===== src/verilog/stride_pkg.sv =====
package stride_pkg;

    // ----------------------------------------------------------
    // Widths and sizing
    // ----------------------------------------------------------
    localparam int DATA_W      = 32;
    localparam int ADDR_W      = 32;
    localparam int SEQ_W       = 8;

    // Headroom between threshold and depth covers words in flight
    localparam int FIFO_DEPTH  = 16;
    localparam int PTR_W       = $clog2(FIFO_DEPTH);
    localparam int PROG_THRESH = 8;

    // Byte size of one index element
    localparam int ELEM_BYTES  = 4;

    typedef logic [ADDR_W-1:0] addr_t;
    typedef logic [PTR_W:0]    fifo_cnt_t;

    // ----------------------------------------------------------
    // Configuration and packets
    // ----------------------------------------------------------
    typedef struct packed {
        logic [15:0] start;
        logic [7:0]  stride;
        logic [7:0]  count;
    } stride_cfg_t;

    // Raw view for storage, cfg view for decode
    typedef union packed {
        logic [DATA_W-1:0] raw;
        stride_cfg_t       cfg;
    } resp_word_u;

    typedef struct packed {
        logic       valid;
        resp_word_u word;
    } response_packet_t;

    typedef struct packed {
        logic  valid;
        addr_t base_address;
    } descriptor_t;

    typedef struct packed {
        logic [SEQ_W-1:0] seq;
        addr_t            address;
    } request_payload_t;

    typedef struct packed {
        logic             valid;
        request_payload_t payload;
    } request_packet_t;

endpackage


===== src/verilog/stride_fifo.sv =====
`timescale 1ns/1ns

module stride_fifo #(
    parameter int WIDTH = stride_pkg::DATA_W
) (
    input  logic             ap_clk,
    input  logic             areset_csr_engine,
    input  logic             wr_en_i,
    input  logic [WIDTH-1:0] din_i,
    input  logic             rd_en_i,
    output logic [WIDTH-1:0] dout_o,
    output logic             empty_o,
    output logic             full_o,
    output logic             prog_full_o
);

    logic [WIDTH-1:0]             mem [0:stride_pkg::FIFO_DEPTH-1];
    logic [stride_pkg::PTR_W-1:0] wr_ptr_q;
    logic [stride_pkg::PTR_W-1:0] rd_ptr_q;
    stride_pkg::fifo_cnt_t        count_q;

    // Storage array
    always_ff @(posedge ap_clk) begin
        if (wr_en_i) begin
            mem[wr_ptr_q] <= din_i;
        end
    end

    // Pointers wrap on their own since depth is a power of two
    always_ff @(posedge ap_clk) begin
        if (areset_csr_engine) begin
            wr_ptr_q <= '0;
            rd_ptr_q <= '0;
            count_q  <= '0;
        end else begin
            if (wr_en_i) begin
                wr_ptr_q <= wr_ptr_q + 1'b1;
            end
            if (rd_en_i) begin
                rd_ptr_q <= rd_ptr_q + 1'b1;
            end
            case ({wr_en_i, rd_en_i})
                2'b10:   count_q <= count_q + 1'b1;
                2'b01:   count_q <= count_q - 1'b1;
                default: count_q <= count_q;
            endcase
        end
    end

    // Head entry is always presented
    assign dout_o      = mem[rd_ptr_q];
    assign empty_o     = (count_q == '0);
    assign full_o      = (count_q == stride_pkg::fifo_cnt_t'(stride_pkg::FIFO_DEPTH));
    assign prog_full_o = (count_q >= stride_pkg::fifo_cnt_t'(stride_pkg::PROG_THRESH));

    // ----------------------------------------------------------
    // Caller protocol
    // ----------------------------------------------------------
    a_no_push_when_full : assert property (
        @(posedge ap_clk) disable iff (areset_csr_engine)
        full_o |-> !wr_en_i
    ) else $error("stride_fifo push while full");

    a_no_pop_when_empty : assert property (
        @(posedge ap_clk) disable iff (areset_csr_engine)
        empty_o |-> !rd_en_i
    ) else $error("stride_fifo pop while empty");

endmodule


===== src/verilog/stride_configure.sv =====
`timescale 1ns/1ns

module stride_configure (
    input  logic                    ap_clk,
    input  logic                    areset_csr_engine,
    input  stride_pkg::resp_word_u  resp_word_i,
    input  logic                    resp_empty_i,
    input  logic                    cfg_take_i,
    output logic                    resp_rd_en_o,
    output stride_pkg::stride_cfg_t cfg_o,
    output logic                    cfg_valid_o
);

    stride_pkg::stride_cfg_t cfg_q;
    logic                    cfg_valid_q;
    logic                    capture;

    // Next word is popped only into a free slot
    assign capture      = ~resp_empty_i & ~cfg_valid_q;
    assign resp_rd_en_o = capture;

    // Slot occupancy
    always_ff @(posedge ap_clk) begin
        if (areset_csr_engine) begin
            cfg_valid_q <= 1'b0;
        end else if (capture) begin
            cfg_valid_q <= 1'b1;
        end else if (cfg_take_i) begin
            cfg_valid_q <= 1'b0;
        end
    end

    // Decode through the configuration view of the word
    always_ff @(posedge ap_clk) begin
        if (capture) begin
            cfg_q <= resp_word_i.cfg;
        end
    end

    assign cfg_o       = cfg_q;
    assign cfg_valid_o = cfg_valid_q;

    // Generator may only take a configuration that is held
    a_take_needs_valid : assert property (
        @(posedge ap_clk) disable iff (areset_csr_engine)
        cfg_take_i |-> cfg_valid_o
    ) else $error("stride_configure take without a held configuration");

endmodule


===== src/verilog/stride_generator.sv =====
`timescale 1ns/1ns

module stride_generator (
    input  logic                         ap_clk,
    input  logic                         areset_csr_engine,
    input  logic                         start_i,
    input  stride_pkg::addr_t            base_address_i,
    input  stride_pkg::stride_cfg_t      cfg_i,
    input  logic                         cfg_valid_i,
    input  logic                         stall_i,
    output logic                         cfg_take_o,
    output logic                         req_push_o,
    output stride_pkg::request_payload_t req_payload_o,
    output logic                         busy_o
);

    typedef enum logic {
        GEN_IDLE,
        GEN_RUN
    } gen_state_e;

    gen_state_e                   state_q;
    stride_pkg::addr_t            base_q;
    stride_pkg::addr_t            index_q;
    logic [15:0]                  start_q;
    logic [7:0]                   stride_q;
    logic [7:0]                   remaining_q;
    logic [stride_pkg::SEQ_W-1:0] seq_q;
    logic                         launch;

    // Descriptor and configuration are consumed together
    assign launch     = (state_q == GEN_IDLE) & start_i & cfg_valid_i;
    assign cfg_take_o = launch;

    assign req_push_o = (state_q == GEN_RUN) & (remaining_q != '0) & ~stall_i;
    assign busy_o     = (state_q == GEN_RUN);

    // ----------------------------------------------------------
    // Control
    // ----------------------------------------------------------
    always_ff @(posedge ap_clk) begin
        if (areset_csr_engine) begin
            state_q     <= GEN_IDLE;
            remaining_q <= '0;
            seq_q       <= '0;
        end else begin
            case (state_q)
                GEN_IDLE: begin
                    if (launch) begin
                        state_q     <= GEN_RUN;
                        remaining_q <= cfg_i.count;
                        seq_q       <= '0;
                    end
                end
                GEN_RUN: begin
                    // Zero count falls straight back to idle
                    if (remaining_q == '0) begin
                        state_q <= GEN_IDLE;
                    end else if (req_push_o) begin
                        remaining_q <= remaining_q - 1'b1;
                        seq_q       <= seq_q + 1'b1;
                    end
                end
                default: begin
                    state_q <= GEN_IDLE;
                end
            endcase
        end
    end

    // ----------------------------------------------------------
    // Running index
    // ----------------------------------------------------------
    always_ff @(posedge ap_clk) begin
        if (launch) begin
            base_q   <= base_address_i;
            start_q  <= cfg_i.start;
            index_q  <= stride_pkg::addr_t'(cfg_i.start);
            stride_q <= cfg_i.stride;
        end else if (req_push_o) begin
            index_q <= index_q + stride_pkg::addr_t'(stride_q);
        end
    end

    // Element index scaled to bytes
    assign req_payload_o.seq     = seq_q;
    assign req_payload_o.address = base_q
                                 + index_q * stride_pkg::addr_t'(stride_pkg::ELEM_BYTES);

    // Running sum stays equal to start plus tag times stride
    a_index_tracks_seq : assert property (
        @(posedge ap_clk) disable iff (areset_csr_engine)
        busy_o |-> (index_q == stride_pkg::addr_t'(start_q)
                             + stride_pkg::addr_t'(seq_q) * stride_pkg::addr_t'(stride_q))
    ) else $error("stride_generator running index out of step with the sequence tag");

endmodule


===== src/verilog/engine_stride_index.sv =====
`timescale 1ns/1ns

module engine_stride_index (
    input  logic                         ap_clk,
    input  logic                         areset_csr_engine,
    input  stride_pkg::descriptor_t      descriptor_i,
    input  stride_pkg::response_packet_t response_memory_i,
    input  logic                         request_rd_en_i,
    output logic                         response_ready_o,
    output stride_pkg::request_packet_t  request_memory_o,
    output logic                         done_o
);

    logic                         reset_q;
    stride_pkg::descriptor_t      descriptor_q;
    stride_pkg::response_packet_t response_q;
    logic                         request_rd_en_q;

    stride_pkg::addr_t            base_q;
    logic                         pending_q;
    logic                         busy_q;
    logic                         done_int;

    stride_pkg::resp_word_u       resp_fifo_word;
    logic                         resp_fifo_rd_en;
    logic                         resp_fifo_empty;
    logic                         resp_fifo_prog_full;

    stride_pkg::stride_cfg_t      cfg;
    logic                         cfg_valid;
    logic                         cfg_take;

    logic                         gen_push;
    stride_pkg::request_payload_t gen_payload;
    logic                         gen_busy;

    stride_pkg::request_payload_t req_fifo_dout;
    logic                         req_fifo_rd_en;
    logic                         req_fifo_empty;
    logic                         req_fifo_prog_full;

    // ----------------------------------------------------------
    // Input registers
    // ----------------------------------------------------------
    always_ff @(posedge ap_clk) begin
        reset_q <= areset_csr_engine;
    end

    always_ff @(posedge ap_clk) begin
        if (reset_q) begin
            descriptor_q.valid <= 1'b0;
            response_q.valid   <= 1'b0;
            request_rd_en_q    <= 1'b0;
        end else begin
            descriptor_q.valid <= descriptor_i.valid;
            response_q.valid   <= response_memory_i.valid;
            request_rd_en_q    <= request_rd_en_i;
        end
    end

    always_ff @(posedge ap_clk) begin
        descriptor_q.base_address <= descriptor_i.base_address;
        response_q.word           <= response_memory_i.word;
    end

    // Descriptor waits here until the generator starts on it
    always_ff @(posedge ap_clk) begin
        if (reset_q) begin
            pending_q <= 1'b0;
            busy_q    <= 1'b0;
        end else begin
            busy_q <= gen_busy;
            if (descriptor_q.valid) begin
                pending_q <= 1'b1;
            end else if (gen_busy && !busy_q) begin
                pending_q <= 1'b0;
            end
        end
    end

    always_ff @(posedge ap_clk) begin
        if (descriptor_q.valid) begin
            base_q <= descriptor_q.base_address;
        end
    end

    // ----------------------------------------------------------
    // Datapath
    // ----------------------------------------------------------
    stride_fifo #(
        .WIDTH(stride_pkg::DATA_W)
    ) u_resp_fifo (
        .ap_clk           (ap_clk),
        .areset_csr_engine(reset_q),
        .wr_en_i          (response_q.valid),
        .din_i            (response_q.word.raw),
        .rd_en_i          (resp_fifo_rd_en),
        .dout_o           (resp_fifo_word.raw),
        .empty_o          (resp_fifo_empty),
        .full_o           (),
        .prog_full_o      (resp_fifo_prog_full)
    );

    stride_configure u_configure (
        .ap_clk           (ap_clk),
        .areset_csr_engine(reset_q),
        .resp_word_i      (resp_fifo_word),
        .resp_empty_i     (resp_fifo_empty),
        .cfg_take_i       (cfg_take),
        .resp_rd_en_o     (resp_fifo_rd_en),
        .cfg_o            (cfg),
        .cfg_valid_o      (cfg_valid)
    );

    stride_generator u_generator (
        .ap_clk           (ap_clk),
        .areset_csr_engine(reset_q),
        .start_i          (pending_q),
        .base_address_i   (base_q),
        .cfg_i            (cfg),
        .cfg_valid_i      (cfg_valid),
        .stall_i          (req_fifo_prog_full),
        .cfg_take_o       (cfg_take),
        .req_push_o       (gen_push),
        .req_payload_o    (gen_payload),
        .busy_o           (gen_busy)
    );

    // Consumer pops with its registered read enable
    assign req_fifo_rd_en = ~req_fifo_empty & request_rd_en_q;

    stride_fifo #(
        .WIDTH($bits(stride_pkg::request_payload_t))
    ) u_req_fifo (
        .ap_clk           (ap_clk),
        .areset_csr_engine(reset_q),
        .wr_en_i          (gen_push),
        .din_i            (gen_payload),
        .rd_en_i          (req_fifo_rd_en),
        .dout_o           (req_fifo_dout),
        .empty_o          (req_fifo_empty),
        .full_o           (),
        .prog_full_o      (req_fifo_prog_full)
    );

    // Idle with nothing queued, pending or still on the output
    assign done_int = ~gen_busy & ~pending_q & ~descriptor_q.valid
                    & req_fifo_empty & ~request_memory_o.valid;

    // ----------------------------------------------------------
    // Output registers
    // ----------------------------------------------------------
    always_ff @(posedge ap_clk) begin
        if (reset_q) begin
            response_ready_o       <= 1'b1;
            request_memory_o.valid <= 1'b0;
            done_o                 <= 1'b1;
        end else begin
            response_ready_o       <= ~resp_fifo_prog_full;
            request_memory_o.valid <= req_fifo_rd_en;
            done_o                 <= done_int;
        end
    end

    always_ff @(posedge ap_clk) begin
        request_memory_o.payload <= req_fifo_dout;
    end

    a_desc_only_when_done : assert property (
        @(posedge ap_clk) disable iff (reset_q)
        descriptor_i.valid |-> done_o
    ) else $error("engine_stride_index descriptor received while busy");

endmodule


===== config.mk =====
export PLATFORM = sky130hd
export DESIGN_NAME = engine_stride_index
export DESIGN_NICKNAME = d
export VERILOG_FILES = /design/src/verilog/stride_pkg.sv /design/src/verilog/stride_fifo.sv /design/src/verilog/stride_configure.sv /design/src/verilog/stride_generator.sv /design/src/verilog/engine_stride_index.sv
export SDC_FILE = /design/constraint.sdc
export NUM_CORES = 1
export LEC_CHECK = 0
export BUFFER_PORTS_ARGS = -buffer_cell sky130_fd_sc_hd__buf_2
export CORE_MARGIN = 2
export CORE_UTILIZATION = 30
export DETAILED_ROUTE_END_ITERATION = 16
export HOLD_SLACK_MARGIN = 0.12
export PLACE_DENSITY = 0.53
export RECOVER_POWER = 100
export SLEW_MARGIN = 25
export SYNTH_ARGS = -nofsm -noshare
export SYNTH_HDL_FRONTEND = slang
export SYNTH_HIERARCHICAL = 1
export SYNTH_SLANG_ARGS = --single-unit

===== constraint.sdc =====
create_clock -name ap_clk -period 6.08 [get_ports ap_clk]
set_input_delay 0.304 -clock ap_clk [delete_from_list [all_inputs] [get_ports ap_clk]]
set_output_delay 0.304 -clock ap_clk [all_outputs]
set_load 0.005 [all_outputs]

==> results.env <==
TOP_LEVEL_PORTS=112
WORST_SLEW_PIN_SLEW_NS=3.124
GRT_ANTENNA_BEFORE_REPAIR=8
CAP_VIOL_MAX_COUNT=33
SYNTH_FP_NETS=2698
VIA_COUNT_OF_THE_FIRST_GLOBAL_ROUTING_PASS=26390
HPWL_UM=69670
WL_PER_CELL_UM=23.01
PATH_MAX_FANOUT=22
CORE_FOOTPRINT_SQ_UM=182700
YOSYS_WARNINGS=6
STATUS='finished with violations'
DRT-INITIAL-DRC-COUNT=1938
GRT_USE_TOTAL=0.1326
WORST-ENDPOINT-REQUIRED_NS=6.47
PLACE_WORST_SETUP_SLACK_NS=2.279
PLACE_CONGESTION=0.7568
DETAILED_ROUTE_VIAS_PER_INSTANCE=4.741
CRIT_CHAIN='inv_1, a311o_1, inv_1, and3_1, and2_0, buf_4'
GRT_MAX_DEGREE=91
START_UTIL=0.3014
POWER-PER-CELL-AREA_nW_PER_UM2=360.4
WIRELENGTH_UM=124100
CRITICALPATHCATEGORY='flop to flop'
R2R_SLACK_NS=1.41
WORST_SKEW_NS=0.03142
CLOCK_SINK_COUNT=1451
VIOLATED_CHECKS='max-capacitance violations, max-slew violations'
FINALCRITICALPERIOD_NS=4.665
TRITONCTS='built'
AVGSYNTHCELLAREA_SQ_UM=21.42
POST-ROUTE-PERIOD-UTIL=0.7673
SYNTH_AREA_SQ_UM=55060
CLOCK-ROOT-BUFFER='clkbuf_16'
CP-START-KIND='flop'
VERTICAL_DIE_DIMENSION_UM=432.4
DRC=0
SYNTHCELLS=2571
TIMING.MAX_SLEW.REL_SLACK=-1.082
CLK_LATENCY_WORST_SKEW_PAIR_NS=0.78
FMAXACHIEVABLE_MHz=214.3
WORST-ENDPOINT-ARRIVAL_NS=5.06
FINAL_CORE_UTILIZATION=0.3504
DR_TOTAL_VIAS=25580
CRIT_PATH_MAX_INCR_DELAY_NS=1.40
NETS=3007
PLACEMENT.CELL_AREA_SQ_UM=58560
N_ANTENNA_CELL=0
WIRE_LENGTH_OF_THE_FIRST_GLOBAL_ROUTING_PASS_UM=182000
DR.PASS1.ITERS=5
RSZ0062_AT_GRT='no'
P_LEAK_nW=20.03
WORST-R2R-CELL-COUNT=6
HOLD_PATH.CLASS='input pin to flop'
WORST_IR_DROP_VDD_uV=233.2
RESIZED_GATES_AFTER_CTS=0
HOLDWS_NS=0.1868
POWER_mW=23.07
CRITICAL_PATH.SLOWEST_CELL='and2_0'
AREA_GROWTH_SYN_TO_LAYOUT_PCT=16.27
BUFFER_PORTS.INSERTED=111
CTSHTREEMAXLEVEL=4
GR-TOTAL-OVERFLOW=0
CLKSLEWWORSTSETUPHOLDPATHS_NS=0.05
TIMING.SETUP.TNS_NS=0
POST-CTS-SETUP-BUFFERS=0
ANTENNA_VIOLATING_NETS_LEFT=0
TIMING.FINAL.WS_SETUP_NS=1.415
CLK_PATH_BUF_DEPTH=3
DESIGN_AREA_SQ_UM=64020
TIMING.FINAL.MAX_SLEW_VIOLATIONS=981
SETUP_VIOL=0
HOLD_VIOLATIONS=0
INSTANCES_NO_FILL=5395
WORSTSETUPENDPOINTTYPE='flop'
DPL.CELL_COUNT=5024
POST_ROUTE_CELLS_DRIVE_ABOVE_1_SHARE=0.2116
FP.DIEW_UM=432.4
DIE_AREA_SQ_UM=187000
CTS-BUFFERS-INSERTED=159
CRITPATHMOSTFREQUENTCELL='inv_1'
CORE.ROWCOUNT=157
HOLD-PATH-CELL-COUNT=2
-- report_power, final --
| group | leakage [nW] | internal, mW | total (mW) | switching, mW |
|---|---|---|---|---|
| clock | 2.43 | 5.39 | 9.21 | 3.81 |
| sequential | 13.0 | 11.4 | 11.7 | 0.286 |
| combinational | 4.59 | 1.00 | 2.20 | 1.20 |
-- final timing paths --
| kind | startpoint | to |
|---|---|---|
| hold / removal | descriptor_i[16] | descriptor_q[16] |
| setup / recovery | u_generator/busy_o | u_req_fifo/mem[14][13] |
| setup reg to reg | u_generator/busy_o | u_req_fifo/mem[14][13] |
| hold reg to reg | descriptor_q[31] | base_q[31] |
-- cell usage in the layout, fill, tap and decap left out, types with 8 or more instances in the layout --
master,n
a211oi_1,12
a21oi_1,61
a31oi_1,8
and2_0,12
and2_2,21
buf_2,48
buf_4,17
clkbuf_1,153
clkbuf_16,163
clkbuf_8,14
clkinv_1,25
clkinv_2,18
dfxtp_1,173
dlygate4sd3_1,79
edfxtp_1,1272
ha_1,56
inv_1,27
mux4_1,55
mux4_2,305
nand2_1,59
nand2b_1,12
nand3_1,22
nand4_1,20
nor2_1,81
nor2b_1,17
nor3_1,13
o211ai_1,8
o21a_1,8
o21ai_0,45
o21bai_1,8
o31ai_1,9
or3_1,8
xnor2_1,30
xor2_1,40
-- critical path: cells and delay by family, from the launching register on --
family | cells | cell delay (ns)
flops | 1 | 0.69
buf+inv | 3 | 1.33
compound gates | 1 | 0.52
simple gates | 2 | 1.70
-- layer usage --
layer  wire [um]  GRT usage  vias to the layer above
met5           0          0                        -
met4        2616    0.03542                        0
met3        5319    0.02347                      179
met2       62340     0.2266                      500
met1       53850     0.1735                    13630
li1            -          -                    11260
-- final cells by class --
type / count / area, sq um
clock buffers: 229 / 4467
clock inverters: 62 / 528.0
fillers: 17020 / 118700
inverters: 29 / 110.1
multi-input cells: 982 / 12480
flip-flops and latches: 1451 / 41790
well taps: 2385 / 2984
repair buffers: 257 / 1663
-- flip-flops by register name, indices dropped and copies added (netlist names), 4 cells and up, named ones only --
name and cells:
u_generator/remaining_q 8, u_req_fifo/wr_ptr_q 4, u_generator/seq_q 8, u_resp_fifo/count_q 5
u_configure/cfg_o 32, base_q 32, u_req_fifo/count_q 5, descriptor_q 33
u_req_fifo/rd_ptr_q 4, request_memory_o 41, u_req_fifo/mem 640, u_generator/index_q 30
u_generator/base_q 32, u_generator/stride_q 8, u_resp_fifo/rd_ptr_q 4, u_resp_fifo/wr_ptr_q 4
u_resp_fifo/mem 512, response_q 33
-- timing repair --
item                                    in CTS  in global routing
endpoints found under the setup margin       0                  0
endpoints found under the hold margin       68                  0
hold buffers                                79                  0
No activity file was read; power rests on OpenSTA's default activity.
